===== src/pipe_types_pkg.sv =====
package pipe_types_pkg;

    // datapath widths
    localparam int WORD_W     = 32;
    localparam int REG_ADDR_W = 5;

    // architectural register count, entry 0 hardwired to zero
    localparam int NUM_REGS = 2 ** REG_ADDR_W;

    // one data word on any datapath port
    typedef logic [WORD_W-1:0] word_t;

    // register index
    typedef logic [REG_ADDR_W-1:0] reg_addr_t;

    // immediate, already sign extended by decode
    typedef logic [WORD_W-1:0] imm_t;

endpackage


===== src/uop_pkg.sv =====
package uop_pkg;

    localparam int UOP_W = 4;

    typedef logic [UOP_W-1:0] uop_t;

    // register-register ops
    localparam uop_t UOP_ADD  = 4'h0;
    localparam uop_t UOP_SUB  = 4'h1;
    localparam uop_t UOP_AND  = 4'h2;
    localparam uop_t UOP_OR   = 4'h3;
    localparam uop_t UOP_XOR  = 4'h4;
    // unsigned compare, result is 0 or 1
    localparam uop_t UOP_SLTU = 4'h5;

    // register-immediate ops
    localparam uop_t UOP_ADDI = 4'h6;
    // word load at rj + imm, lane 0 only
    localparam uop_t UOP_LD   = 4'h7;

    // execute stage FSM
    typedef enum logic [0:0] {
        EX_IDLE,
        EX_WAIT
    } ex_state_t;

endpackage

===== src/reg_ex_latch.sv =====
`timescale 1ns/1ps

module reg_ex_latch
    import pipe_types_pkg::*;
    import uop_pkg::*;
(
    input  logic      clk,
    input  logic      aresetn,
    input  logic      rr_valid,
    input  logic      ex_allowin,
    input  uop_t      uop0,
    input  uop_t      uop1,
    input  reg_addr_t rj0,
    input  reg_addr_t rj1,
    input  reg_addr_t rk0,
    input  reg_addr_t rk1,
    input  reg_addr_t rd0,
    input  reg_addr_t rd1,
    input  imm_t      imm0,
    input  imm_t      imm1,
    input  word_t     rj_data0,
    input  word_t     rj_data1,
    input  word_t     rk_data0,
    input  word_t     rk_data1,
    output logic      latch_allowin,
    output logic      lat_valid,
    output uop_t      lat_uop0,
    output uop_t      lat_uop1,
    output reg_addr_t lat_rj0,
    output reg_addr_t lat_rj1,
    output reg_addr_t lat_rk0,
    output reg_addr_t lat_rk1,
    output reg_addr_t lat_rd0,
    output reg_addr_t lat_rd1,
    output imm_t      lat_imm0,
    output imm_t      lat_imm1,
    output word_t     lat_rj_data0,
    output word_t     lat_rj_data1,
    output word_t     lat_rk_data0,
    output word_t     lat_rk_data1
);

    // room for a new pair when empty or when execute takes the current one
    assign latch_allowin = !lat_valid || ex_allowin;

    always_ff @(posedge clk or negedge aresetn) begin
        if (!aresetn) begin
            lat_valid <= 1'b0;
        end else if (rr_valid) begin
            lat_valid <= 1'b1;
        end else if (ex_allowin) begin
            // drained with nothing behind it, becomes a bubble
            lat_valid <= 1'b0;
        end
    end

    always_ff @(posedge clk or negedge aresetn) begin
        if (!aresetn) begin
            lat_uop0     <= '0;
            lat_uop1     <= '0;
            lat_rj0      <= '0;
            lat_rj1      <= '0;
            lat_rk0      <= '0;
            lat_rk1      <= '0;
            lat_rd0      <= '0;
            lat_rd1      <= '0;
            lat_imm0     <= '0;
            lat_imm1     <= '0;
            lat_rj_data0 <= '0;
            lat_rj_data1 <= '0;
            lat_rk_data0 <= '0;
            lat_rk_data1 <= '0;
        end else if (rr_valid) begin
            lat_uop0     <= uop0;
            lat_uop1     <= uop1;
            lat_rj0      <= rj0;
            lat_rj1      <= rj1;
            lat_rk0      <= rk0;
            lat_rk1      <= rk1;
            lat_rd0      <= rd0;
            lat_rd1      <= rd1;
            lat_imm0     <= imm0;
            lat_imm1     <= imm1;
            lat_rj_data0 <= rj_data0;
            lat_rj_data1 <= rj_data1;
            lat_rk_data0 <= rk_data0;
            lat_rk_data1 <= rk_data1;
        end
    end

endmodule


===== config.mk =====
export PLATFORM = sky130hd
export DESIGN_NAME = reg_ex_latch
export DESIGN_NICKNAME = d
export VERILOG_FILES = /design/src/pipe_types_pkg.sv /design/src/uop_pkg.sv /design/src/reg_ex_latch.sv
export SDC_FILE = /design/constraint.sdc
export NUM_CORES = 1
export LEC_CHECK = 0
export BUFFER_PORTS_ARGS = -buffer_cell sky130_fd_sc_hd__buf_4
export CORE_AREA = 2 2 179 181
export CTS_CLUSTER_DIAMETER = 100
export DETAILED_ROUTE_END_ITERATION = 10
export DIE_AREA = 0 0 181 183
export PLACE_DENSITY_LB_ADDON = 0.08
export SLEW_MARGIN = 10
export SYNTH_ARGS = -nofsm -noshare
export SYNTH_HDL_FRONTEND = slang
export SYNTH_SLANG_ARGS = --single-unit

===== constraint.sdc =====
create_clock -name clk -period 0.8 [get_ports clk]
set_input_delay 0.24 -clock clk [delete_from_list [all_inputs] [get_ports clk]]
set_output_delay 0.24 -clock clk [all_outputs]
set_load 0.01 [all_outputs]

; After elaboration in Yosys (flattened, before gate mapping)
; Cells that the tools add are included.
[word_totals]
regBits = 231
latchBits = 0
ramBits = 0
mem_bits_ro = 0
input_bits = 234
output_inout_bits = 232
word_cells = 20
memories = 0
[classes]
add_sub_neg = 0
multipliers = 0
div = 0
magnitude_cmp = 0
n_eq_ne = 0
shift = 0
n_mux = 2
bitwise = 0
n_reduce_logical = 3
[op_table]
columns = operator, n
row1 = two-way mux 1 bit, 2
row2 = nonzero test 2 bit, 1
row3 = logical NOT 1 bit, 1
row4 = logical OR 1 bit, 1

; Longest topological paths before layout
[logic_depth]
word_depth = 2
ltp_mapped = 4
mapped_depth_nobuf = 2

; Least setup slack after synthesis
; Ideal clock, no wire load.
[synth_timing]
kind = input-to-reg
from = in rr_valid
to = reg lat_imm0[0]
setup_time_ns = 0.125
t_arrival_ns = 0.951
t_required_ns = 0.675
path_slack_ns = -0.277
path_stages = 4
path_buffers = 3
cell_sequence = buf_6 > buf_6 > buf_6 > mux2_4
[synth_rtl]
columns = item, line_no
row1 = "start, declared", reg_ex_latch.sv:9  ; input logic rr_valid,
row2 = "end signal, assigned", reg_ex_latch.sv:82  ; lat_imm0 <= imm0;
row3 = "end, declared", reg_ex_latch.sv:35  ; output imm_t lat_imm0,
; No word-level cell between the ends.

; Worst setup path in the final report
[layout_timing]
from = reg lat_valid
to = out latch_allowin
[layout_via]
elab_chain_len = 2
[layout_rtl]
columns = item, line_no
row1 = "start, declared", reg_ex_latch.sv:26  ; output logic lat_valid,
row2 = "start signal, assigned", reg_ex_latch.sv:48  ; lat_valid <= 1'b0;
row3 = "start signal, assigned", reg_ex_latch.sv:50  ; lat_valid <= 1'b1;
row4 = "start signal, assigned", reg_ex_latch.sv:53  ; lat_valid <= 1'b0;
row5 = logical NOT 1 bit, reg_ex_latch.sv:44  ; assign latch_allowin = !lat_valid || ex_allowin;
row6 = logical OR 1 bit, reg_ex_latch.sv:44
row7 = "end, declared", reg_ex_latch.sv:25  ; output logic latch_allowin,
; Every way passes these cells.

==> load_flow_metrics.sql <==
INSERT INTO impl_metrics (metric_group, metric, value, unit) VALUES
('run_status', 'run_status', 'finished with violations', ''),
('run_status', 'failed_checks', 'negative setup slack', ''),
('final_layout', 'regArea', '5780', 'um2'),
('synthesis', 'synth_enable_flop_cells', '0', ''),
('die', 'floorplan_die_area', '33100', 'um2'),
('clocking', 'clock_insertion_delay_worst_skew', '0.53', 'ns'),
('synthesis', 'count_of_synthesis_stage_warnings_from_yosys', '0', ''),
('die', 'design.portCount', '466', ''),
('synthesis', 'synth_cell_type_count', '8', ''),
('drt', 'vias_per_cell', '4.17', ''),
('worst_setup_path', 'worst_ep_arrival_time', '1.17', 'ns'),
('worst_setup_path', 'worstPathCellList', 'nand2b_1 > buf_4', ''),
('drt', 'detailroute.via_count', '7375', ''),
('clocking', 'cts_root_buffer', 'clkbuf_16', ''),
('clocking', 'ctsHoldBuffers', '231', ''),
('drt', 'detail_routed_net_length_per_standard_cell', '17.8', 'um'),
('worst_setup_path', 'worst-path-max-fanout', '2', ''),
('worst_setup_path', 'worstPathRequired', '0.56', 'ns'),
('global_routing', 'global_route_wire_length_before_repair', '47.9', 'mm'),
('power_and_ir_drop', 'power_density_over_the_cells', '1930', 'nW/um2'),
('final_layout', 'share_of_layout_cells_above_drive_strength_1', '65.6', '%'),
('sta', 'report.final.setup_viol', '340', ''),
('drt', 'postRouteWirelength', '31.5', 'mm'),
('drt', 'wl_met3', '2.20', 'mm'),
('synthesis', 'synthCells', '489', ''),
('synthesis', 'postSynthAreaPerCell', '19.2', 'um2'),
('synthesis', 'post_synth_instance_area', '9410', 'um2'),
('placement', 'dp_slack', '-0.375', 'ns'),
('final_layout', 'antenna_cells', '0', ''),
('worst_setup_path', 'rr_endpoint', 'lat_imm0[27]', ''),
('hold_path', 'worst_hold_path.num_cells', '2', ''),
('synthesis', 'synthesized_net_count', '723', ''),
('synthesis', 'netlist_top_cells_area', 'dfrtp_1 (61%), mux2_4 (30%), mux2_2 (4.9%)', ''),
('global_routing', 'pin_count_of_the_biggest_net_entering_global_routing', '38', ''),
('worst_setup_path', 'regToRegSetupSlack', '-0.20', 'ns'),
('worst_setup_path', 'crit_buf_inv', '1', ''),
('global_routing', 'track_usage', '18.3', '%'),
('sta', 'max_freq', '0.711', 'GHz'),
('synthesis', 'yosysTopAreaCell', 'dfrtp_1', ''),
('worst_setup_path', 'crit_path_start_kind', 'flop', ''),
('final_layout', 'nFillCells', '2411', ''),
('drt', 'drcViolationCount', '0', ''),
('synthesis', 'synth_most_common_cell', 'dfrtp_1', ''),
('sta', 'final_critical_path_setup_slack', '-0.607', 'ns'),
('final_layout', 'areaGrowthSynthToFinish', '102', '%'),
('sta', 'max_slew.worst_pin.slew', '0.277', 'ns'),
('final_layout', 'multi_input_gate_area', '3320', 'um2'),
('synthesis', 'synth.yosys.seq_area_share', '61.5', '%'),
('clocking', 'cts-buffers-inserted', '28', ''),
('drt', 'route.layer.met1.wl', '11.8', 'mm'),
('worst_setup_path', 'crit_path_top_delay_cell', 'dfrtp_1', ''),
('sta', 'hold_worst_slack', '0.0162', 'ns'),
('global_routing', 'grt_remaining_overflow', '0', ''),
('worst_setup_path', 'timing.reg2reg.worst_path_depth', '3', ''),
('sta', 'timing.clock.skew', '0', 'ns'),
('die', 'start_util', '30.1', '%'),
('synthesis', 'synth.ff_latch_count', '231', ''),
('placement', 'port_buffers', '465', ''),
('drt', 'detail_route.iter0.violations', '177', ''),
('sta', 'final_min_period_over_clock_period', '176', '%'),
('sta', 'rsz0062_at_grt', 'yes', ''),
('power_and_ir_drop', 'irDropWorstVdd', '1620', 'uV'),
('drt', 'drtAntennaViolNets', '0', ''),
('synthesis', 'ys_top_cells_by_count', 'dfrtp_1 (231), mux2_4 (189), mux2_2 (41)', ''),
('final_layout', 'fin_nets', '1577', ''),
('synthesis', 'postSynth.topFlopCell', 'dfrtp_1', ''),
('sta', 'slew_viol_final', '0', ''),
('global_routing', 'first_global_vias', '8348', ''),
('die', 'dieHeight', '183', 'um'),
('clocking', 'h_tree_levels', '1', ''),
('power_and_ir_drop', 'static-leakage-power', '9.32', 'nW');
## what timing repair did
item	in CTS	in global routing
endpoints found under the setup margin	233	337
setup buffers	78	65
hold endpoints to repair	461	1
gates resized for setup	231	71
## placed cells by master (no fill, tap or decap)
cell type        n
buf_12          20
buf_4          298
buf_6          299
buf_8            2
bufinv_16        5
clkbuf_1         6
clkbuf_16       29
clkbuf_8         4
clkinv_2         4
clkinvlp_4       3
dfrtp_1        231
dlygate4sd3_1  231
inv_6            1
mux2_2          39
mux2_4         191
nand2b_1         2
## sequential cells by signal (all words and copies together) (netlist names), 32 cells and up
register      flops
lat_rj_data1     32
lat_imm0         32
lat_imm1         32
lat_rk_data1     32
lat_rj_data0     32
lat_rk_data0     32
## worst reg2reg max path, delay by kind of cell, from the launching register on
kind,cells,cell delay (ns)
buffers and inverters,2,0.23
DFF,1,0.41
muxes,1,0.26
## report_power, final
group | switching, W | leakage [nW] | internal [W]
registers | 0.000956 | 2.70 | 0.0129
clock network | 0.00513 | 0.484 | 0.00862
logic | 0.00280 | 6.14 | 0.00626
## how the worst max path moves through the flow
stage / from / to / slack [ns] / depth (start not counted)
2_1_floorplan: rr_valid / lat_rj_data0[0] / -0.26 / 4
3_3_place_gp: rr_valid / lat_uop0[3] / -0.37 / 4
3_5_place_dp: rr_valid / lat_rj_data0[3] / -0.38 / 4
4_1_cts: lat_valid / latch_allowin / -0.64 / 2
5_1_grt: lat_valid / latch_allowin / -0.67 / 2
6_report: lat_valid / latch_allowin / -0.61 / 2
## metrics by stage
stage / setup TNS (ns) / utilization [%] / instance area, um2 / total power [W] / cells
after global placement: -76.00 / 43.9 / 13700 / 0.0201 / 1378
after detailed placement: -77.26 / 43.9 / 13700 / 0.0201 / 1378
final: -124.45 / 60.7 / 19000 / 0.0366 / 1767
after global routing: -137.02 / 60.7 / 19000 / 0.0382 / 1767
after floorplan: -56.68 / - / 9520 / 0.0165 / 489
after CTS: -128.72 / 59.2 / 18500 / 0.0366 / 1739
## logic make-up (layout without fill, tap and decap cells)
logic type / after synthesis / after routing / synth area share (%)
flops: 231 / 231 / 61.5
mux: 230 / 230 / 35.1
buf+inv: 26 / 902 / 3.34
simple gates: 2 / 2 / 0.133
## cell type report
| class | instances | share of cell area, % |
|---|---|---|
| repair buffers | 850 | 44.0 |
| flip-flops and latches | 231 | 30.5 |
| multi-input cells | 232 | 17.5 |
| clock buffers | 39 | 4.24 |
| well taps | 402 | 2.65 |
| clock inverters | 13 | 1.06 |
## layer usage
| metal | track usage, % | up-vias |
|---|---|---|
| li1 | - | 3421 |
| met4 | 5.17 | 0 |
| met1 | 20.9 | 3633 |
| met5 | 0 | - |
| met2 | 33.4 | 270 |
| met3 | 5.22 | 51 |
Power figures use the tool's default switching activity.
